$ cat config.mk
export PLATFORM = sky130hd
export DESIGN_NAME = window_assembler
export DESIGN_NICKNAME = d
export VERILOG_FILES = /design/src/c1s2_pkg.sv /design/src/window_assembler.sv
export VERILOG_INCLUDE_DIRS = /design/src
export SDC_FILE = /design/constraint.sdc
export NUM_CORES = 1
export LEC_CHECK = 0
export BUFFER_PORTS_ARGS = -buffer_cell sky130_fd_sc_hd__clkbuf_2
export CAP_MARGIN = 10
export CORE_AREA = 2 2 198 278
export DETAILED_ROUTE_END_ITERATION = 10
export DIE_AREA = 0 0 200 280
export PLACE_DENSITY = 0.78
export SYNTH_ARGS = -nofsm -noshare
export SYNTH_HDL_FRONTEND = slang
export SYNTH_SLANG_ARGS = --single-unit
$ cat constraint.sdc
create_clock -name clk -period 12.05 [get_ports clk]
set_input_delay 1.205 -clock clk [delete_from_list [all_inputs] [get_ports clk]]
set_output_delay 1.205 -clock clk [all_outputs]
set_load 0.005 [all_outputs]
$ cat src/c1s2_consts.svh
`ifndef C1S2_CONSTS_SVH
`define C1S2_CONSTS_SVH

// input image, square
`define IMG_W             12

// convolution window
`define WIN_K             5
`define WIN_TAPS          25   // WIN_K * WIN_K

`define KERNEL_NUM        6

// feature map sides
`define CONV_W            8    // IMG_W - WIN_K + 1
`define POOL_W            4    // CONV_W / 2

`define ANCHOR_NUM        64   // CONV_W * CONV_W
`define ANCHOR_PERIOD     6    // cycles per window, one kernel each

// kernel k lands at k * OUT_KERNEL_OFFSET, power of two
`define OUT_KERNEL_OFFSET 16

`define IN_ADDR_W         8
`define OUT_ADDR_W        8

`define PIX_W             16

`endif
$ cat src/c1s2_pkg.sv
`include "c1s2_consts.svh"

package c1s2_pkg;

    // pixels, weights, biases and results share one signed word
    typedef logic signed [`PIX_W-1:0] pixel_t;

    // element i is the pixel at rd_addr + i
    typedef pixel_t [`WIN_K-1:0] row_t;

    // tap t = row * WIN_K + col
    typedef pixel_t [`WIN_TAPS-1:0] window_t;

    typedef logic [$clog2(`KERNEL_NUM)-1:0] kidx_t;

    typedef logic [`IN_ADDR_W-1:0]  in_addr_t;
    typedef logic [`OUT_ADDR_W-1:0] out_addr_t;

endpackage

$ cat src/window_assembler.sv
`include "c1s2_consts.svh"

module window_assembler (
    input  logic              clk,
    input  logic              rst_n,
    input  logic              rd_en,
    input  c1s2_pkg::row_t    rd_data,
    output logic              win_valid,
    output c1s2_pkg::window_t window
);
    import c1s2_pkg::*;

    row_t       win_buf [2][`WIN_K];
    logic       data_valid;  // memory answers one cycle after rd_en
    logic [2:0] row_cnt;
    logic       show_sel;    // presented buffer, the other one fills

    always_ff @(posedge clk or negedge rst_n)
    begin
        if (!rst_n)
        begin
            data_valid <= 1'b0;
            row_cnt    <= '0;
            show_sel   <= 1'b0;
            win_valid  <= 1'b0;
        end
        else
        begin
            data_valid <= rd_en;
            win_valid  <= 1'b0;
            if (data_valid)
            begin
                if (row_cnt == 3'(`WIN_K - 1))
                begin
                    // last row lands this edge, present it
                    row_cnt   <= '0;
                    show_sel  <= ~show_sel;
                    win_valid <= 1'b1;
                end
                else
                    row_cnt <= row_cnt + 3'd1;
            end
        end
    end

    always_ff @(posedge clk)
    begin
        if (data_valid)
            win_buf[~show_sel][row_cnt] <= rd_data;
    end

    always_comb
    begin
        for (int r = 0; r < `WIN_K; r++)
        begin
            for (int c = 0; c < `WIN_K; c++)
                window[r * `WIN_K + c] = win_buf[show_sel][r][c];
        end
    end

    // conv_mac needs a full anchor period per window
    assert property (@(posedge clk) disable iff (!rst_n)
        win_valid |=> !win_valid [*(`ANCHOR_PERIOD - 1)]);

endmodule

After elaboration in Yosys (flattened, before gate mapping)
Memories as Yosys holds them, arrays and structs flattened.
Index checks and enable logic that the tools add are counted.
{"block": "totals", "input_bits": 83, "ramBits": 800, "ff_bits": 6, "word_cells": 20, "memories": 1, "output_inout_bits": 401}
{"name": "win_buf", "depth": 2, "width": 400, "rd": 1, "rd_ports_with_merged_regs": 0, "write_ports": 1, "line_no": "window_assembler.sv:13", "rtl": "row_t win_buf [2][`WIN_K];"}
{"block": "op_classes", "mux": 7, "n_eq_ne": 1, "n_lt_le_gt_ge": 2, "n_reduce_logical": 2, "bitwise_logic": 2, "add_sub_neg": 1}
{"operator": "$mux W400", "n": 1}
{"operator": "$demux W80 S3", "n": 1}
{"operator": "$mux W80", "n": 1}
{"operator": "$ge A4 B4 Y1 const B", "n": 1}
{"operator": "$lt A4 B1 Y1 const B", "n": 1}
{"operator": "$not A3 Y4", "n": 1}
{"operator": "$add A3 B1 Y3 const B", "n": 1}
{"operator": "$eq A3 B3 Y1 const B", "n": 1}
{"operator": "$mux W1", "n": 3}
{"operator": "$mux W3", "n": 1}
{"operator": "$reduce_and A2 Y1", "n": 1}
{"operator": "$logic_and A1 B1 Y1", "n": 1}
{"operator": "$not A1 Y1", "n": 1}

Depth between registers and ports, before layout
{"block": "depth", "word_depth": 6, "ltp_mapped": 4, "mapped_depth_nobuf": 4}

Worst setup path after synthesis
No wires, ideal clock.
{"block": "synth_path", "path_type": "reg2reg", "startpoint": "reg show_sel", "endpoint": "mem win_buf[1][240] (netlist name), enable pin", "t_required_ns": 11.335, "path_stages_with_launch": 4, "arrival_time_ns": 8.456, "setup_slack_ns": 2.879, "cell_sequence": "dfrtp_1 -> buf_2 -> buf_2 -> nor4_1"}
{"block": "synth_between", "elab_chain_len": 1}
{"item": "start, declared", "line_no": "window_assembler.sv:16", "rtl": "logic show_sel;"}
{"item": "start signal, assigned", "line_no": "window_assembler.sv:37", "rtl": "show_sel <= ~show_sel;"}
{"item": "$not A1 Y1", "line_no": "window_assembler.sv:49", "rtl": "win_buf[~show_sel][row_cnt] <= rd_data;"}
{"item": "end, declared", "line_no": "window_assembler.sv:13"}
No other way between the ends.

==> run metrics <==
IO Port Bufs 483; distinct cell type count after synthesis 26; status finished clean; Multi-input gate area 4740 um^2; All-Layer GR Usage 0.227; Int Power 5.32 mW; drt pass-1 iters 5; worst slew pin tran 1.29 ns; Die Y 280 um; max-cap viol count 0; largest area contributor in the netlist edfxtp_1; Filler Cell Count 3633; clock tree buffer depth 3; site row count 101; synthesized flop and latch total 806; relative slew slack 0.142; CP bufs+invs 3; Layout area overhead 18.2%; Top-Level Pins 484; VDD IR max around 170 uV; detailed-route vias per instance 5.46; most common cell after layout, fill and taps aside edfxtp_1; Root Driver clkbuf_16; clk sinks approximately 810; die width 200 um; CP peak stage delay 1.01 ns; Post-DRT Antenna Nets 0; Core Box Area ~54000 um^2; CP Launch Type flop; Most Used Layer, Global Route met2; clock power share 0.284; R2R Setup Slk 8.59 ns; most frequent cells in the layout edfxtp_1 (800), clkbuf_2 (483), mux2_2 (200), mux2_1 (200), clkbuf_16 (72); DR WL/cell between 20 and 25 um; pin count of the biggest net entering global routing 95; Worst path most repeated cell buf_4; GR Util met2 0.395; Post-Route WL 64.1 mm; DR DRC count 0; vias in the first global route 14693; Critical Path RT 10.85 ns; final hold vios 0; post-CTS sizing 0; Mean Syn Cell Area 22.8 um^2; TritonCTS Buffers 72; Crit-path slowest cell buf_4; share of cells above drive strength 1 0.434; synthesized area 29200 um^2; Final GP Congestion 0.816; static leakage between 10 and 15 nW; H-tree lvl count 3; critical path, cell by cell buf_4 > buf_4 > mux2_1 > clkbuf_2; routed vias 14154; DP Area between 30000 and 40000 um^2; crit path DAT 4.00 ns; First DRT Iteration DRCs 713; total congestion overflow 0; total setup buffers inserted after CTS 0; max-slew violations 0; Register Area 24200 um^2; Syn. warnings 0; Final period util 0.432; Setup Crit Path Kind reg2out; pwr dens 212 nW/um^2; WHS between 0.4 and 0.5 ns; grt met3 use 0.0436; switch share 0.274; sequential share of the synthesized area 0.827; largest delay contributor family on the critical path buffers and inverters; fin area between 30000 and 40000 um^2; P_sw around 2.0 mW; routing usage on met1 0.264; CTS tree built; post-synth top area share 0.821; Clock Latency Late Sink 0.61 ns; CP Capture Type output port; unrepaired setup endpoints after global routing no; Clock Skew roughly 0.020 ns; syn nets around 1400; Crit Path Max Fanout 94; Min-Delay Path Class in2async; # setup viols final 0; antenna violations before repair 2; Post-layout nets around 1900; final worst path period need 5.21 ns; top cells by area, synth edfxtp_1 (82%), mux2_1 (7.7%), mux2_2 (7.7%); DPL Wire Length 39.1 mm; Die Footprint 56000 um^2; Starting Density 0.544; combinational share of power 0.240; Worst-path clk slew approximately 0.06 ns; CTS hold repair buffers 0; register share of total power 0.476; setup tns final 0 ns; fmax 0.192 GHz; first-pass GRT wire length between 90 and 100 mm; Synth Instances 1283
flip-flops by register name (all words and copies together), names as in the netlist:
signal,flops
win_buf,800
row_cnt,3
data_valid,1
win_valid,1
show_sel,1
Yosys cell counts:
| master | instances |
|---|---|
| o21ai_0 | 3 |
| or3b_1 | 1 |
| buf_6 | 22 |
| edfxtp_1 | 800 |
| clkbuf_1 | 1 |
| nor4_1 | 1 |
| nor2b_1 | 1 |
| and3_1 | 1 |
| nor2_1 | 3 |
| nand2b_1 | 3 |
| ha_1 | 2 |
| buf_2 | 22 |
| dfrtp_1 | 6 |
| a22o_1 | 1 |
| xor2_1 | 1 |
| mux2_2 | 200 |
| nand3b_1 | 1 |
| and2_1 | 1 |
| nand3_1 | 1 |
| buf_4 | 2 |
| nor3_1 | 4 |
| nand2_1 | 2 |
| and4bb_2 | 1 |
| inv_1 | 2 |
| mux2_1 | 200 |
| nor3b_1 | 1 |
per-stage QoR:
stage | cells | worst slack (ns) | total power [mW] | utilization
after floorplan | 1283 | 2.88 | 4.59 | -
after detailed placement | 2467 | 7.47 | 5.33 | 0.604
final | 2593 | 6.84 | 7.33 | 0.643
after CTS | 2592 | 6.80 | 7.41 | 0.643
after global routing | 2593 | 6.61 | 7.62 | 0.643
after global placement | 2467 | 7.53 | 5.29 | 0.604
power by group through the flow:
stage                     clock, mW  sequential [mW]  combinational, mW
after floorplan                   0             3.54               1.05
final                          2.08             3.49               1.76
after global placement            0             3.54               1.76
after CTS                      2.12             3.49               1.79
after detailed placement          0             3.55               1.78
after global routing           2.21             3.52               1.89
area by class of cell:
cell class | instances | share of cell area
Sequential cell | 806 | 0.700
Multi-Input combinational cell | 428 | 0.137
Timing Repair Buffer | 510 | 0.0758
Clock buffer | 95 | 0.0546
Tap cell | 721 | 0.0261
Clock inverter | 30 | 0.00623
Inverter | 2 | 0.000217
Antenna cell | 1 | 0.0000724
final timing paths:
check	from	cells after the start	endpoint
worst max-delay path	show_sel	4	window[189]
worst min-delay path	rst_n	1	show_sel
worst max register to register	show_sel	3	win_buf[0][155]
worst min register to register	row_cnt[0]	2	row_cnt[0]
max in group asynchronous	rst_n	1	show_sel
min in group clk	row_cnt[0]	2	row_cnt[0]
kinds of logic after synthesis:
group | share of synthesized area
AND/OR/NAND/NOR | 0.00424
adder cells (fa/ha/maj) | 0.000856
multiplexers | 0.154
XOR/XNOR | 0.000300
buffers and inverters | 0.0131
flip-flops | 0.827
AO/OA/AOI/OAI | 0.000813
metal layers:
| metal | routed length [um] | vias to the layer above |
|---|---|---|
| met1 | 23600 | 7278 |
| met3 | 3820 | 148 |
| met5 | 0 | - |
| li1 | - | 6205 |
| met2 | 33300 | 523 |
| met4 | 3310 | 0 |
worst reg2reg max path: stages, from the launching register on:
cell	delay [ns]
dfrtp_4	0.86
nand2b_1	0.37
nor2_4	0.88
buf_4	0.93
Power figures use the tool's default switching activity.
