**config.mk**
```make
export PLATFORM = sky130hd
export DESIGN_NAME = layer_sequencer
export DESIGN_NICKNAME = d
export VERILOG_FILES = /design/src/c1s2_pkg.sv /design/src/layer_sequencer.sv
export VERILOG_INCLUDE_DIRS = /design/src
export SDC_FILE = /design/constraint.sdc
export NUM_CORES = 1
export LEC_CHECK = 0
export BUFFER_PORTS_ARGS = -buffer_cell sky130_fd_sc_hd__buf_2
export CORE_MARGIN = 1.5
export CORE_UTILIZATION = 35
export DETAILED_ROUTE_END_ITERATION = 6
export PLACE_DENSITY = 0.64
export RECOVER_POWER = 25
export SLEW_MARGIN = 20
export SYNTH_ARGS = -nofsm -noshare
export SYNTH_HDL_FRONTEND = slang
export SYNTH_SLANG_ARGS = --single-unit
```
**constraint.sdc**
```tcl
create_clock -name clk -period 4.1 [get_ports clk]
set_input_delay 0.615 -clock clk [delete_from_list [all_inputs] [get_ports clk]]
set_output_delay 0.615 -clock clk [all_outputs]
set_load 0.03 [all_outputs]
```
**src/c1s2_consts.svh**
```systemverilog
`ifndef C1S2_CONSTS_SVH
`define C1S2_CONSTS_SVH

// input image, square
`define IMG_W             12

// convolution window
`define WIN_K             5
`define WIN_TAPS          25   // WIN_K * WIN_K

`define KERNEL_NUM        6

// feature map sides
`define CONV_W            8    // IMG_W - WIN_K + 1
`define POOL_W            4    // CONV_W / 2

`define ANCHOR_NUM        64   // CONV_W * CONV_W
`define ANCHOR_PERIOD     6    // cycles per window, one kernel each

// kernel k lands at k * OUT_KERNEL_OFFSET, power of two
`define OUT_KERNEL_OFFSET 16

`define IN_ADDR_W         8
`define OUT_ADDR_W        8

`define PIX_W             16

`endif
```
**src/c1s2_pkg.sv**
```systemverilog
`include "c1s2_consts.svh"

package c1s2_pkg;

    // pixels, weights, biases and results share one signed word
    typedef logic signed [`PIX_W-1:0] pixel_t;

    // element i is the pixel at rd_addr + i
    typedef pixel_t [`WIN_K-1:0] row_t;

    // tap t = row * WIN_K + col
    typedef pixel_t [`WIN_TAPS-1:0] window_t;

    typedef logic [$clog2(`KERNEL_NUM)-1:0] kidx_t;

    typedef logic [`IN_ADDR_W-1:0]  in_addr_t;
    typedef logic [`OUT_ADDR_W-1:0] out_addr_t;

endpackage

```
**src/layer_sequencer.sv**
```systemverilog
`include "c1s2_consts.svh"

module layer_sequencer (
    input  logic               clk,
    input  logic               rst_n,
    input  logic               en,
    input  logic               layer_done,
    output logic               rd_en,
    output c1s2_pkg::in_addr_t rd_addr,
    output logic               work_finished
);
    import c1s2_pkg::*;

    typedef enum logic [1:0] {st_idle, st_running, st_stall, st_finished} state_t;

    state_t     state;
    logic [2:0] phase;        // 0..4 row reads, 5 is the gap
    logic [5:0] anchor;
    logic [5:0] anchor_nxt;

    // row 0 address of anchor a, anchors walked in pooling order
    function automatic in_addr_t anchor_base(input logic [5:0] a);
        logic [2:0] ay;
        logic [2:0] ax;
        ay = {a[5:4], a[1]};  // 2*pool_y + sub/2
        ax = {a[3:2], a[0]};  // 2*pool_x + sub%2
        return in_addr_t'(ay * `IMG_W + ax);
    endfunction

    assign anchor_nxt    = anchor + 6'd1;
    assign work_finished = (state == st_finished);

    always_ff @(posedge clk or negedge rst_n)
    begin
        if (!rst_n)
        begin
            state   <= st_idle;
            phase   <= '0;
            anchor  <= '0;
            rd_en   <= 1'b0;
            rd_addr <= '0;
        end
        else
        begin
            case (state)
                st_idle:
                begin
                    phase  <= '0;
                    anchor <= '0;
                    if (en)
                    begin
                        state   <= st_running;
                        rd_en   <= 1'b1;
                        rd_addr <= anchor_base(6'd0);
                    end
                end
                st_running:
                begin
                    if (phase == 3'(`WIN_K - 1))
                    begin
                        rd_en <= 1'b0;  // fifth row out, gap next
                        phase <= phase + 3'd1;
                    end
                    else if (phase == 3'(`ANCHOR_PERIOD - 1))
                    begin
                        phase <= '0;
                        if (anchor == 6'(`ANCHOR_NUM - 1))
                            state <= st_stall;
                        else
                        begin
                            anchor  <= anchor_nxt;
                            rd_en   <= 1'b1;
                            rd_addr <= anchor_base(anchor_nxt);
                        end
                    end
                    else
                    begin
                        rd_addr <= rd_addr + in_addr_t'(`IMG_W);  // next window row
                        phase   <= phase + 3'd1;
                    end
                end
                st_stall:
                begin
                    if (layer_done)
                        state <= st_finished;
                end
                st_finished: state <= st_idle;
                default:     state <= st_idle;
            endcase
        end
    end

    // no read may leak into stall or idle
    assert property (@(posedge clk) disable iff (!rst_n)
        rd_en |-> state == st_running);

endmodule

```
# Yosys cells after proc, flatten, opt, wreduce, memory -nomap -nowiden
# Index checks and enable logic that the tools add are counted.
dict set report classes {
  add_sub_neg 4
  multipliers 1
  eq_ne 15
  mux 23
  n_reduce_logical 6
}
# op n
set ops {}
lappend ops {{2-to-1 mux 8 bit} 4}
lappend ops {{2-to-1 mux 6 bit} 3}
lappend ops {{case mux 8 bit (2 select lines)} 1}
lappend ops {{inequality test 2 bit (second input constant)} 6}
lappend ops {{case mux 6 bit (2 select lines)} 1}
lappend ops {{AND reduction 4 bit} 3}
lappend ops {{2-to-1 mux 2 bit} 5}
lappend ops {{inequality test 3 bit (second input constant)} 3}
lappend ops {{adder 7 x 3 -> 8 bit} 1}
lappend ops {{adder 8 x 4 -> 8 bit (second input constant)} 1}
lappend ops {{case mux 2 bit (4 select lines)} 1}
lappend ops {{adder 6 x 1 -> 6 bit (second input constant)} 1}
lappend ops {{== test 3 bit (second input constant)} 2}
lappend ops {{== test 6 bit (second input constant)} 1}
lappend ops {{2-to-1 mux 3 bit} 2}
lappend ops {{case mux 3 bit (2 select lines)} 1}
lappend ops {{multiplier 3 x 2 -> 5 bit (second input constant)} 1}
lappend ops {{AND reduction 5 bit} 1}
lappend ops {{== test 2 bit (second input constant)} 2}
lappend ops {{2-to-1 mux 1 bit} 4}
lappend ops {{adder 3 x 1 -> 3 bit (second input constant)} 1}
lappend ops {{== test 2 x 1 -> 1 bit (second input constant)} 1}
lappend ops {{zero test 2 bit} 1}
lappend ops {{case mux 1 bit (2 select lines)} 1}
lappend ops {{nonzero test 2 bit} 1}
dict set report word_totals {
  register_bits 20
  in_bits 4
  output_inout_bits 10
  wordCells 54
}

# Depth between registers and ports, before layout
dict set report logic_depth {
  ltp_word 7
  mapped_depth 11
  depth_no_buf 10
}

# Worst setup path before layout
# No wires, ideal clock.
dict set report synth_timing {
  path_type {register to register}
  start {register anchor[0]}
  end {register rd_addr[5]}
  setup_ns 0.120
  arrival_ns 2.233
  required_ns 3.980
  slack_ns 1.748
  path_stages_with_launch 11
  synth_period_minus_slack_ns 2.352
  cell_sequence {dfrtp_1 ha_1 nand3_1 xnor2_1 ha_1 ha_1 nor3b_1 a22oi_1 mux2i_1 a311o_1 a31o_1}
}
dict set report synth_via {
  elab_chain_len 7
  word_cells_on_any_way 10
  classes_between {add/sub: 2; mul: 1; eq/ne: 2; mux: 4; reduce/logical: 1}
}
# item line
set synth_rtl {}
lappend synth_rtl {{start, declared} layer_sequencer.sv:18} ;# logic [5:0] anchor;
lappend synth_rtl {{start signal, assigned} layer_sequencer.sv:71} ;# anchor <= anchor_nxt;
lappend synth_rtl {{adder 6 x 1 -> 6 bit} layer_sequencer.sv:30} ;# assign anchor_nxt = anchor + 6'd1;
lappend synth_rtl {{multiplier 3 x 2 -> 5 bit (no line)} --}
lappend synth_rtl {{adder 7 x 3 -> 8 bit} layer_sequencer.sv:27} ;# return in_addr_t'(ay * `IMG_W + ax);
lappend synth_rtl {{2-to-1 mux 8 bit} layer_sequencer.sv:67} ;# if (anchor == 6'(`ANCHOR_NUM - 1))
lappend synth_rtl {{2-to-1 mux 8 bit} layer_sequencer.sv:64} ;# else if (phase == 3'(`ANCHOR_PERIOD - 1))
lappend synth_rtl {{2-to-1 mux 8 bit} layer_sequencer.sv:59} ;# if (phase == 3'(`WIN_K - 1))
lappend synth_rtl {{case mux 8 bit (2 select lines)} layer_sequencer.sv:45} ;# case (state)
lappend synth_rtl {{end signal, assigned} layer_sequencer.sv:54} ;# rd_addr <= anchor_base(6'd0);
lappend synth_rtl {{end signal, assigned} layer_sequencer.sv:73} ;# rd_addr <= anchor_base(anchor_nxt);
lappend synth_rtl {{end signal, assigned} layer_sequencer.sv:78} ;# rd_addr <= rd_addr + in_addr_t'(`IMG_W);
lappend synth_rtl {{end, declared} layer_sequencer.sv:9} ;# output c1s2_pkg::in_addr_t rd_addr,
# Several ways; a longest one is shown, not always the timed one. The select of a mux whose other input is x is not followed.
# A chain may end at the register's enable or synchronous reset.

# Worst setup path after layout
# Same ends and word-level chain as after synthesis.

==> impl_results.md <==
- Reg2reg start: anchor[0]$_DFFE_PN0P_
- DRC: 0
- Net Count, Synth: between 150 and 200
- Height of the die: ~67 um
- Initial antenna violation count: 0
- Root buf cell: clkbuf_8
- Port bufs: 13
- FF-to-FF path depth: 10
- Vias/cell: 5.77
- Met1 Use GR: 21.3%
- Hold EP: rd_addr[1]$_DFFE_PN0P_
- Placement row count: 22
- Met2 Use GR: roughly a quarter
- Endpoints failing setup: 0
- Status: complete, no violations
- Dpl cells: between 200 and 250
- IO Count: 14
- Hold Path Cell Cnt: 2
- Fin crit period: 2.68 ns
- Async SR Flop Fraction: 100%
- Maximum clock frequency: 0.373 GHz
- Worst-margin pin slew: 1.10 ns
- Routed vias: 1241
- P per Cell Area: ~250 nW/um^2
- Grt met3 use: 2.20%
- Pin count of the biggest net entering global routing: 21
- Worst Setup SP: anchor[0]$_DFFE_PN0P_
- #FFs+latches synth: 20
- RR Endpoint: rd_addr[5]$_DFFE_PN0P_
- Top Usage Layer GRT: met2
- DP HPWL: 2420 um
- EDFF count, synth: 0
- GRT Residual Overflow: 0
- Max Slew Vio Count: 0
- YS warnings: 0
- Worst Setup End Kind: flip-flop
- Synth Cell Area: 1410 um^2
- N_diodes: 0
- CTS tree: built
- Initial core utilization: 37.5%
- Non-Filler Instances: 215
- CTS Buffer Depth: 2
- Syn Area/Cell: 9.12 um^2
- Worst rel slew slack: between 20% and 30%
- Max IR drop VDD: between 100 and 150 uV
- First-pass GRT wire length: 5280 um
- Layout area overhead: 11.1%
- Die Area: 4430 um^2
- Crit-path max FO: 7
- WL/cell: 14.7 um
- Chip width: around 67 um
- Drt initial violations: 47
- Post-synth cell types: 42
- P_leak: 0.694 nW
- Postcts setup bufs: 0
- Skew final: 0.0153 ns
- Post-DRT Antenna Nets: 0
- Share of cells above drive strength 1: 15.0%
- Hold WS: 0.489 ns
- Final hold violation count: 0
- Number of global-route vias before repair: 1150
- Reg clk slew, reported paths: 0.08 ns
- Max Cap Viol: 0
- Kind of critical path: reg2reg
- DR pass1 iterations: 4
- Hold Crit Class: reg2reg
- RSZ-0062 raised after global routing: false
- Core Util, Final: between 40% and 50%
- H-tree Lvls: 1
- Worst R2R Setup Slack: between 1 and 1.5 ns
- Nets: 185
- Drt total wl: 3170 um
- Ratio of final minimum period to clock period: 65.3%
- HP Start: rd_addr[1]$_DFFE_PN0P_
- GRT Util Overall: 15.5%
- Required time worst endpoint: 4.26 ns
- Arrival @ worst endpoint: 2.84 ns
- Cell count after synthesis: roughly 160
- CP Launch Type: flip-flop
- CTS Buf Count: 3
- Synth Flop Type: dfrtp_1
- Post_cts resized: 0
- Final Power: 400 uW
- Clock sinks: 20
- GP Congestion: approximately 0.84
- CTS Hold Bufs: 0
- Core area: 3770 um^2
- Final TNS setup: 0 ns
- Sequential area share after synthesis: 35.4%
- Worst-skew pair later-pin latency: 0.27 ns
==> cell type report <==
type	instances	area [um^2]
timing repair buffer	13	63.8
clock inverter	1	30.0
clock buffer	3	41.3
multi-input combinational	122	845
inverter	8	30.0
sequential	20	500
tap	48	60.1
fill	374	2200
==> power by group <==
part           internal [mW]  switching (mW)
Sequential             0.197               0
Combinational        0.00112         0.00414
Clock                  0.130          0.0669
Total                  0.329          0.0711
==> worst max-delay path: stages (launching register included) <==
cell and delay, ns:
dfrtp_1 0.44, ha_1 0.33, nand3_1 0.16, xnor2_1 0.38
ha_1 0.24, ha_1 0.22, nor3b_1 0.07, a22oi_1 0.16
mux2i_1 0.11, a311o_1 0.28, a31o_1 0.20
==> registers in the layout (all words and copies together), names as in the netlist <==
signal	flops
rd_addr	8
anchor	6
phase	3
state	2
rd_en	1
==> metal layers <==
layer,part of all wire [%],vias to the layer above
met5,0,-
li1,-,593
met2,48,30
met1,47,614
met3,3.9,4
met4,1.4,0
==> cell families after synthesis <==
group	count (synthesis)	share of synthesized area, %
compound gates	45	21.6
xor+xnor	9	5.57
fa+ha+maj	13	11.5
buf+inv	13	4.87
flops	20	35.4
mux	3	2.30
simple gates	52	18.8
==> per-stage QoR <==
| stage | worst slack (ns) | cell area, um^2 |
|---|---|---|
| 3_5_place_dp | 1.44 | 1500 |
| 4_1_cts | 1.46 | 1570 |
| 2_1_floorplan | 1.75 | 1410 |
| 3_3_place_gp | 1.62 | 1500 |
| 5_1_grt | 1.26 | 1570 |
| 6_report | 1.42 | 1570 |
==> synth_stat cells, drive strengths merged (3+ instances only) <==
| library cell | count | area [um^2] |
|---|---|---|
| nand4 | 5 | 31.3 |
| buf | 5 | 38.8 |
| xor2 | 5 | 43.8 |
| and3 | 3 | 28.8 |
| a31oi | 5 | 31.3 |
| ha | 13 | 163 |
| nor2 | 7 | 26.3 |
| o21ai | 17 | 88.8 |
| dfrtp | 20 | 500 |
| a21oi | 6 | 30.0 |
| inv | 8 | 30.0 |
| nand2 | 19 | 73.8 |
| nor3 | 6 | 30.0 |
| xnor2 | 4 | 35.0 |
| a22o | 4 | 36.3 |
| nand3 | 3 | 15.0 |
==> cells in the final DEF, fill, tap and decap left out, types with 3 or more instances in the layout <==
cell / instances
xor2_1: 5
a31oi_1: 5
inv_1: 8
o21ai_0: 16
nand3_1: 3
dfrtp_1: 20
a21oi_1: 6
nor3_1: 6
xnor2_1: 4
ha_1: 13
a22o_1: 3
nand4_1: 5
buf_2: 12
nor2_1: 7
nand2_1: 18
clkbuf_8: 3
==> how the worst max path moves through the flow <==
stage	endpoint	slack, ns	depth (start not counted)
2_1_floorplan	rd_addr[5]$_DFFE_PN0P_	1.75	10
3_3_place_gp	rd_addr[5]$_DFFE_PN0P_	1.62	10
3_5_place_dp	rd_addr[5]$_DFFE_PN0P_	1.44	10
4_1_cts	rd_addr[5]$_DFFE_PN0P_	1.46	10
5_1_grt	rd_addr[5]$_DFFE_PN0P_	1.26	10
6_report	rd_addr[5]$_DFFE_PN0P_	1.42	10
Note: power is estimated with default switching activity, not from simulation.
