`src/c1s2_consts.svh`:
```
`ifndef C1S2_CONSTS_SVH
`define C1S2_CONSTS_SVH

// input image, square
`define IMG_W             12

// convolution window
`define WIN_K             5
`define WIN_TAPS          25   // WIN_K * WIN_K

`define KERNEL_NUM        6

// feature map sides
`define CONV_W            8    // IMG_W - WIN_K + 1
`define POOL_W            4    // CONV_W / 2

`define ANCHOR_NUM        64   // CONV_W * CONV_W
`define ANCHOR_PERIOD     6    // cycles per window, one kernel each

// kernel k lands at k * OUT_KERNEL_OFFSET, power of two
`define OUT_KERNEL_OFFSET 16

`define IN_ADDR_W         8
`define OUT_ADDR_W        8

`define PIX_W             16

`endif
```
`src/c1s2_pkg.sv`:
```
`include "c1s2_consts.svh"

package c1s2_pkg;

    // pixels, weights, biases and results share one signed word
    typedef logic signed [`PIX_W-1:0] pixel_t;

    // element i is the pixel at rd_addr + i
    typedef pixel_t [`WIN_K-1:0] row_t;

    // tap t = row * WIN_K + col
    typedef pixel_t [`WIN_TAPS-1:0] window_t;

    typedef logic [$clog2(`KERNEL_NUM)-1:0] kidx_t;

    typedef logic [`IN_ADDR_W-1:0]  in_addr_t;
    typedef logic [`OUT_ADDR_W-1:0] out_addr_t;

endpackage

```
`src/pool_writer.sv`:
```
`include "c1s2_consts.svh"

module pool_writer (
    input  logic                clk,
    input  logic                rst_n,
    input  logic                res_valid,
    input  c1s2_pkg::kidx_t     res_kidx,
    input  c1s2_pkg::pixel_t    res_value,
    output logic                wr_en,
    output c1s2_pkg::out_addr_t wr_addr,
    output c1s2_pkg::pixel_t    wr_data,
    output logic                layer_done
);
    import c1s2_pkg::*;

    pixel_t     pool_max [`KERNEL_NUM];  // running max per kernel
    logic [1:0] sub_cnt;                 // anchor within the 2x2 group
    logic [3:0] pool_idx;
    pixel_t     new_max;
    logic       last_kernel;

    assign new_max = (res_value > pool_max[res_kidx]) ? res_value : pool_max[res_kidx];
    assign last_kernel = (res_kidx == kidx_t'(`KERNEL_NUM - 1));

    always_ff @(posedge clk or negedge rst_n)
    begin
        if (!rst_n)
        begin
            for (int k = 0; k < `KERNEL_NUM; k++)
                pool_max[k] <= '0;
            sub_cnt    <= '0;
            pool_idx   <= '0;
            wr_en      <= 1'b0;
            layer_done <= 1'b0;
        end
        else
        begin
            wr_en      <= 1'b0;
            layer_done <= 1'b0;
            if (res_valid)
            begin
                if (sub_cnt == 2'd3)
                begin
                    pool_max[res_kidx] <= '0;  // relu results start from zero
                    wr_en      <= 1'b1;
                    layer_done <= last_kernel && (pool_idx == 4'(`POOL_W * `POOL_W - 1));
                end
                else
                    pool_max[res_kidx] <= new_max;
                if (last_kernel)
                begin
                    sub_cnt <= sub_cnt + 2'd1;
                    if (sub_cnt == 2'd3)
                        pool_idx <= pool_idx + 4'd1;  // wraps for the next image
                end
            end
        end
    end

    always_ff @(posedge clk)
    begin
        if (res_valid && sub_cnt == 2'd3)
        begin
            wr_data <= new_max;
            wr_addr <= out_addr_t'(res_kidx * `OUT_KERNEL_OFFSET + pool_idx);
        end
    end

    assert property (@(posedge clk) disable iff (!rst_n)
        wr_en |-> wr_addr < out_addr_t'(`KERNEL_NUM * `OUT_KERNEL_OFFSET));

endmodule

```
`config.mk`:
```
export PLATFORM = sky130hd
export DESIGN_NAME = pool_writer
export DESIGN_NICKNAME = d
export VERILOG_FILES = /design/src/c1s2_pkg.sv /design/src/pool_writer.sv
export VERILOG_INCLUDE_DIRS = /design/src
export SDC_FILE = /design/constraint.sdc
export NUM_CORES = 1
export LEC_CHECK = 0
export BUFFER_PORTS_ARGS = -buffer_cell sky130_fd_sc_hd__buf_2
export CAP_MARGIN = 20
export CORE_MARGIN = 1.5
export CORE_UTILIZATION = 55
export DETAILED_ROUTE_END_ITERATION = 8
export PLACE_DENSITY = 0.74
export SKIP_LAST_GASP = 1
export SLEW_MARGIN = 20
export SYNTH_ARGS = -nofsm -noshare
export SYNTH_HDL_FRONTEND = slang
export SYNTH_SLANG_ARGS = --single-unit
export TNS_END_PERCENT = 10
```
`constraint.sdc`:
```
create_clock -name clk -period 4.5 [get_ports clk]
set_clock_uncertainty 0.2 [all_clocks]
set_input_delay 0.45 -clock clk [delete_from_list [all_inputs] [get_ports clk]]
set_output_delay 0.45 -clock clk [all_outputs]
set_load 0.03 [all_outputs]
```
Word level (Yosys, flattened, before mapping)
Index checks and enable logic that the tools add are counted.
{"block": "word_totals", "register_bits": 128, "input_bits": 22, "output_inout_bits": 26, "elab_cells": 41}
{"block": "op_classes", "add_sub_neg": 3, "n_lt_le_gt_ge": 3, "eq_ne": 3, "mux": 12, "bitwise": 3, "reduce_logical": 5}
{"operator": "$and A96 B96 Y96", "n": 1}
{"operator": "$bwmux W96", "n": 1}
{"operator": "$mux W96", "n": 1}
{"operator": "$not A96 Y96", "n": 1}
{"operator": "$mux W16", "n": 4}
{"operator": "$bmux W16 S3", "n": 1}
{"operator": "$demux W16 S3", "n": 1}
{"operator": "$gt A16 B16 Y1", "n": 1}
{"operator": "$add A7 B4 Y8", "n": 1}
{"operator": "$add A4 B1 Y4 const B", "n": 1}
{"operator": "$eq A4 B4 Y1 const B", "n": 1}
{"operator": "$ge A4 B4 Y1 const B", "n": 1}
{"operator": "$lt A4 B1 Y1 const B", "n": 1}
{"operator": "$mux W1", "n": 4}
{"operator": "$not A3 Y4", "n": 1}
{"operator": "$eq A3 B3 Y1 const B", "n": 1}
{"operator": "$logic_and A1 B1 Y1", "n": 3}
{"operator": "$reduce_and A3 Y1", "n": 1}
{"operator": "$add A2 B1 Y2 const B", "n": 1}
{"operator": "$eq A2 B2 Y1 const B", "n": 1}
{"operator": "$reduce_and A2 Y1", "n": 1}

Logic depth before layout (Yosys ltp)
Gate-level depths: netlist of run 1.
{"block": "depth", "depth_word": 8, "ltp_mapped": 16, "mapped_depth_nobuf": 12}

Least setup slack after synthesis of run 1
Ideal clock, no wire load.
{"block": "synth_path", "path_kind": "in2reg", "start": "input port res_kidx[1]", "end": "register wr_data[13], data pin", "setup_time_ps": 272, "t_arrival_ps": 3244, "required_ps": 4028, "setup_slack_ps": 784, "stages": 14, "path_buffers": 2, "cell_sequence": "nor3_2 -> clkbuf_1 -> a22oi_1 -> nand2_1 -> a221o_1 -> inv_1 -> ha_1 -> a41o_1 -> a21oi_1 -> o21ai_1 -> o31a_2 -> buf_6 -> nor4b_4 -> nor2_1"}
{"block": "synth_via", "elab_chain_len": 6}
{"item": "start: declaration", "line_no": "pool_writer.sv:7", "source": "input c1s2_pkg::kidx_t res_kidx,"}
{"item": "$not A3 Y4 (not written as such) (*)", "line_no": "pool_writer.sv:22", "source": "assign new_max = (res_value > pool_max[res_kidx]) ? res_value : pool_max[res_kidx];"}
{"item": "$bmux W16 S3 (*)", "line_no": "pool_writer.sv:22"}
{"item": "$mux W16 (not written as such) (*) (2 in series)", "line_no": "pool_writer.sv:22"}
{"item": "$gt A16 B16 Y1", "line_no": "pool_writer.sv:22"}
{"item": "$mux W16 (*)", "line_no": "pool_writer.sv:22"}
{"item": "net new_max[13]", "line_no": "pool_writer.sv:19", "source": "pixel_t new_max;"}
{"item": "end signal: assignment", "line_no": "pool_writer.sv:64", "source": "wr_data <= new_max;"}
{"item": "end: declaration", "line_no": "pool_writer.sv:11", "source": "output c1s2_pkg::pixel_t wr_data,"}
Mark *: on every way through the listed nets, which the timed path passes. The rest lies on a longest branch. The select of a mux whose other input is x is not followed.
A chain may end at the register's enable or synchronous reset.

Worst setup path after layout of run 1
{"block": "layout_path", "start": "input port res_kidx[1]", "end": "register wr_data[1], data pin"}
Same word-level chain as after synthesis.

==> flow_summary.ini, run 1 <==
[yosys]
async_flop_share_pct = 81.9
synth_nets = 604
avgSynthCellArea_um2 = 11.1
synthCells = 564
ys.flop_type = dfrtp_1
ys_types = 47
synth_edf_count = 23
syn-cell-area_um2 = 6290
ys_ff_latch = 127
yosys_warnings = 0
ys_seq_area_share_pct = 52.4

[critical_path]
end_kind = flip-flop
worstReg2RegEnd = wr_data[1]
crit_path_start_kind = input port
cp.arrival_ns = 3.86
path_class = input port to flip-flop
cp-startpoint = res_kidx[1]
reg2reg_setup_slack_ns = 0.84
critPathMaxFanout = 18
reg2reg_depth = 11
endpoint = wr_data[1]
required_ns = 4.45
timing.rr.start = pool_max[91]

[clocking]
cts.path.max_buffers = 2
ctsHtreeMaxLevel = 4
cts_root_buffer = clkbuf_16
cts_tree = built
cts_resized = 0
clkTransAtPathRegs_ns = 0.05
worstSkewPairLatency_ns = 0.43
cts.sink_count = 127
cts_setup_buffers = 0
cts_hold_repair.buffers = 0
cts_buffers = 17

[route]
drc = 0
drt_wl_total_um = 17400
vias = 5019
route.antenna.remaining_nets = 0
viasPerCell = 6.48
first_iter_violations = 516
route.detailed.wl_per_inst_um = 22.4
dr.pass1.iters = 5

[sta]
slew_violations = 0
fmax_ghz = 0.256
rsz0062_at_grt = false
max_slew.worst_pin.slew_ns = 1.01
hold_viol_final = 2
finalSetupTns_ns = 0
slew_headroom_pct = 32.8
fin_crit_ns = 3.91
finalSetupViolCount = 0
fin_crit_sh_pct = 86.8
fin_worst_hold_slack_ns = -0.00944

[global_route]
antenna_found_initial = 0
grt_pass1_vias = 5055
grt_max_degree = 79
grt_pass1_wl_um = 27800
grt.total_usage_pct = 31.9
gr-total-overflow = 0

[power_and_ir_drop]
swShare_pct = 35.0
pwr-share-comb_pct = 33.1
powerDensity_nw_per_um2 = 690
power.internal_mw = 3.31
pwr-share-clk_pct = 28.1
switchingPower_mw = 1.79
seqPwrFrac_pct = 38.8
vdd.ir_drop.worst_uv = 444
p_leak_nw = 3.36

[layout]
n_fill_cell = 851
multi_input_comb_area_um2 = 2730
fin_nets = 662
layout_commonest_cell = nand2_1
area_growth_pct = 17.6
mostFrequentLayoutCells = 118 x nand2_1, 104 x dfrtp_1, 96 x o31ai_1, 45 x buf_2, 33 x a22oi_1
final_design_area_no_fill_um2 = 7390
drive_gt1_share_pct = 22.8
antenna_cells = 0
seqCellArea_um2 = 3290

[floorplan]
rows = 38
dieArea_um2 = 12100
die_h_um = 110
initial_utilization_pct = 57.2
die_w_um = 110
core_um2 = 11000
ios = 48

[flow_run]
drv_cap = 0

[place]
port_buffers = 46
postPlaceCellArea_um2 = 6770
hpwl_um = 10600
place_congestion = 0.848

[worst_hold_path]
hp-class = input port to async pin

[run_status]
failed_checks = hold timing
status = finished with violations
[flip-flops by register name (all words and copies together), names as in the netlist]
| signal | count |
|---|---|
| layer_done | 1 |
| sub_cnt | 2 |
| pool_idx | 4 |
| wr_addr | 7 |
| pool_max | 96 |
| wr_data | 16 |
| wr_en | 1 |
[routing by layer]
metal  vias up  share of wire, %  global-route usage [%]
li1       2238                 -                       -
met5         -                 0                       0
met4         0               2.3                    13.9
met2       233                48                    49.6
met1      2507                42                    43.4
met3        41               7.4                    6.82
[Yosys cell counts, types with 2 or more instances]
| master | count | share of area, % |
|---|---|---|
| a21o_1 | 4 | 0.48 |
| a21oi_1 | 3 | 0.24 |
| a221o_1 | 15 | 2.4 |
| a22oi_1 | 33 | 3.9 |
| a31oi_1 | 11 | 1.1 |
| a31oi_2 | 6 | 1.2 |
| a41o_1 | 2 | 0.32 |
| and2_1 | 2 | 0.20 |
| and3b_1 | 2 | 0.28 |
| and4_1 | 2 | 0.28 |
| buf_2 | 13 | 1.0 |
| buf_4 | 2 | 0.24 |
| buf_6 | 2 | 0.36 |
| clkbuf_1 | 18 | 1.1 |
| dfrtp_1 | 104 | 41 |
| edfxtp_1 | 23 | 11 |
| ha_1 | 18 | 3.6 |
| inv_1 | 19 | 1.1 |
| mux2_2 | 2 | 0.36 |
| nand2_1 | 118 | 7.0 |
| nand2_2 | 3 | 0.30 |
| nand4_1 | 3 | 0.30 |
| nor2_1 | 17 | 1.0 |
| nor3_2 | 2 | 0.32 |
| nor3b_2 | 3 | 0.60 |
| nor4b_2 | 4 | 0.96 |
| nor4b_4 | 11 | 4.2 |
| o31ai_1 | 96 | 11 |
| or2_2 | 6 | 0.60 |
| xnor2_1 | 3 | 0.42 |
[power groups by stage]
stage	combinational (mW)	clock [mW]	sequential [mW]
final	1.69	1.43	1.98
after global routing	1.88	1.49	2.03
after CTS	1.68	1.44	1.97
after detailed placement	1.66	0	1.98
after global placement	1.60	0	1.96
after floorplan	1.12	0	1.98
[through the flow]
step / worst slack, ns / util (%) / hold WS [ns] / power [mW] / cells
global route: 0.339 / 67.3 / 0.0791 / 5.39 / 775
CTS: 0.645 / 67.3 / 0.0241 / 5.09 / 775
finish: 0.593 / 67.3 / -0.00944 / 5.10 / 775
detailed placement: 0.228 / 61.6 / 0.266 / 3.64 / 743
global placement: 0.310 / 61.6 / 0.259 / 3.56 / 743
floorplan: 0.784 / - / -0.0456 / 3.10 / 564
[cells by family after synthesis]
group	share of synthesized area [%]
simple gates	16.9
compound gates	22.1
flops	52.4
buf+inv	4.14
fa+ha+maj	3.58
xor+xnor	0.557
mux	0.358
other cells	0.0596
[layout make-up]
cell class              count  share of cell area (%)
inverters                  19                   0.965
clock inverters             5                    1.35
well taps                 140                    2.37
multi-input cells         381                    37.0
clock buffers              27                    7.08
repair buffers             76                    6.70
flip-flops and latches    127                    44.5
[worst min path at each step]
stage,to,slack [ns],depth (start not counted)
after global routing,layer_done,0.08,1
after global placement,pool_max[65],0.26,2
final,layer_done,-0.009,1
after detailed placement,pool_max[64],0.27,2
after floorplan,layer_done,-0.05,0
after CTS,layer_done,0.02,1
[worst max-delay path: stages]
cell and delay (ns):
buf_2 0.17, and3b_1 0.20, buf_4 0.23, a22oi_1 0.24
nand2_1 0.09, a221o_1 0.29, inv_1 0.06, ha_1 0.25
a21o_1 0.17, a31oi_1 0.22, o21ai_1 0.17, o31a_2 0.51
nor4b_2 0.70, nor2_1 0.11
No activity file was read; power rests on OpenSTA's default activity.
==> run 2, diff against run 1 <==
--- a/config.mk
+++ b/config.mk
@@ -8,7 +8,7 @@
 export LEC_CHECK = 0
 export BUFFER_PORTS_ARGS = -buffer_cell sky130_fd_sc_hd__buf_2
 export CAP_MARGIN = 20
-export CORE_MARGIN = 1.5
+export CORE_MARGIN = 10
 export CORE_UTILIZATION = 55
 export DETAILED_ROUTE_END_ITERATION = 8
 export PLACE_DENSITY = 0.74
==> flow_summary.ini, run 2 (same netlist as run 1, synthesis figures left out) <==
[floorplan]
die_h_um = 127
die_w_um = 127
rows = 38
ios = 48
core_um2 = 11000
initial_utilization_pct = 57.0
dieArea_um2 = 16100

[critical_path]
worst_path_largest_cell_delay_ns = 0.71
cp_cell_sequence = buf_2 > and3b_1 > buf_12 > a22oi_1 > nand2_1 > a221o_1 > inv_1 > ha_1 > a41o_1 > a21oi_1 > nor3_1 > o31a_2 > nor4b_2 > nor2_1
cp.depth = 14
crit_slowest_cell = nor4b_2
path_class = input port to flip-flop
cp.arrival_ns = 3.95
required_ns = 4.44
end_kind = flip-flop
crit_path_start_kind = input port
endpoint = wr_data[3]
cp_num_buf_inv = 3
cp-startpoint = res_kidx[1]
critical_path.top_delay_family = compound AO/OA/AOI/OAI gates
worstReg2RegEnd = wr_data[3]
reg2reg_setup_slack_ns = 0.85
critPathMaxFanout = 11
timing.rr.start = pool_max[69]
reg2reg_depth = 11

[global_route]
gr-total-overflow = 0
grt_max_degree = 75
grt.total_usage_pct = 22.2
grtUsageMet2_pct = 34.8
met3_usage_pct = 6.33
grt.met1_usage_pct = 28.4
grt_pass1_vias = 5245
antenna_found_initial = 0
busiest_layer = met2
grt_pass1_wl_um = 28300

[place]
place_congestion = 0.875
dp_cells = 743
place_ws_ns = 0.156
port_buffers = 46
hpwl_um = 11200

[power_and_ir_drop]
powerDensity_nw_per_um2 = 677
pwr-share-comb_pct = 33.8
seqPwrFrac_pct = 39.9
pwr-share-clk_pct = 26.4
vdd.ir_drop.worst_uv = 385
p_leak_nw = 3.31
swShare_pct = 36.2
switchingPower_mw = 1.80
power.internal_mw = 3.16

[clocking]
cts_root_buffer = clkbuf_16
cts_resized = 0
cts_buffers = 17
clkTransAtPathRegs_ns = 0.05
cts.sink_count = 127
worstSkewPairLatency_ns = 0.42
cts.path.max_buffers = 2
cts_tree = built
cts_setup_buffers = 0
cts_hold_repair.buffers = 0
ctsHtreeMaxLevel = 4

[route]
first_iter_violations = 641
drt_wl_total_um = 17900
route.detailed.wl_per_inst_um = 23.1
drc = 0
vias = 5102
dr.pass1.iters = 5
viasPerCell = 6.58
route.antenna.remaining_nets = 0

[sta]
fmax_ghz = 0.250
rsz0062_at_grt = false
slew_violations = 0
finalSetupViolCount = 0
worst_slack_ns = 0.496
fin_worst_hold_slack_ns = -0.0317
fin_crit_sh_pct = 89.0
fin_crit_ns = 4.00
slew_headroom_pct = 36.3
finalSetupTns_ns = 0
hold_viol_final = 30
max_slew.worst_pin.slew_ns = 0.956

[run_status]
failed_checks = hold timing
status = finished with violations

[layout]
area_growth_pct = 16.5
mostFrequentLayoutCells = 118 x nand2_1, 104 x dfrtp_1, 96 x o31ai_1, 45 x buf_2, 33 x a22oi_1
largest_register = pool_max
seqCellArea_um2 = 3290
stdcell_count = 775
layout_commonest_cell = nand2_1
n_fill_cell = 822
antenna_cells = 0
largest_reg_flops = 96
multi_input_comb_area_um2 = 2730
drive_gt1_share_pct = 23.0
fin_nets = 662
top_regs = pool_max (96), wr_data (16), wr_addr (7)

[worst_hold_path]
hp-class = input port to async pin

[flow_run]
drv_cap = 0
-- run 2: cell count changes in the layout (fill, tap and decap cells not counted) --
cell and change:
clkbuf_8 -5, clkinv_1 +1, bufinv_16 -1, clkinvlp_4 +4
buf_4 +1, clkbuf_1 -2, buf_12 -1, clkinv_2 +3
-- run 2: worst min-delay path by stage --
stage	end	slack (ns)	depth (start not counted)	startpoint
after global placement	pool_max[82]	0.26	2	pool_max[82]
after CTS	pool_idx[1]	0.008	1	rst_n
after floorplan	layer_done	-0.05	0	rst_n
after detailed placement	pool_max[17]	0.27	2	pool_max[17]
after global routing	layer_done	0.04	1	rst_n
final	pool_idx[2]	-0.03	1	rst_n
-- run 2: layout make-up --
cell class / count / share of cell area (%)
multi-input cells: 381 / 37.3
well taps: 140 / 2.39
flip-flops and latches: 127 / 45.0
repair buffers: 76 / 6.60
inverters: 19 / 0.974
clock buffers: 20 / 6.10
clock inverters: 12 / 1.62
-- run 2: power groups by stage --
stage	logic, mW	registers (mW)	clock network (mW)
after floorplan	1.12	1.98	0
after global placement	1.58	1.95	0
after detailed placement	1.65	1.98	0
after CTS	1.66	1.97	1.31
after global routing	1.85	2.02	1.37
final	1.67	1.98	1.31
-- run 2: through the flow --
stage	hold slack [ns]	instance area, um2	total power, mW	util (%)
final	-0.0317	7320	4.96	66.4
after global routing	0.0408	7320	5.24	66.4
after CTS	0.00790	7320	4.94	66.4
after detailed placement	0.268	6760	3.62	61.3
after global placement	0.259	6760	3.53	61.3
after floorplan	-0.0456	6290	3.10	-
-- run 2: per-layer routing --
layer,share of wire [%],wire length [um],vias to the layer above
met5,0,0,-
met4,2.3,410,0
met3,10,1840,40
met2,47,8400,300
met1,40,7250,2512
li1,-,-,2250
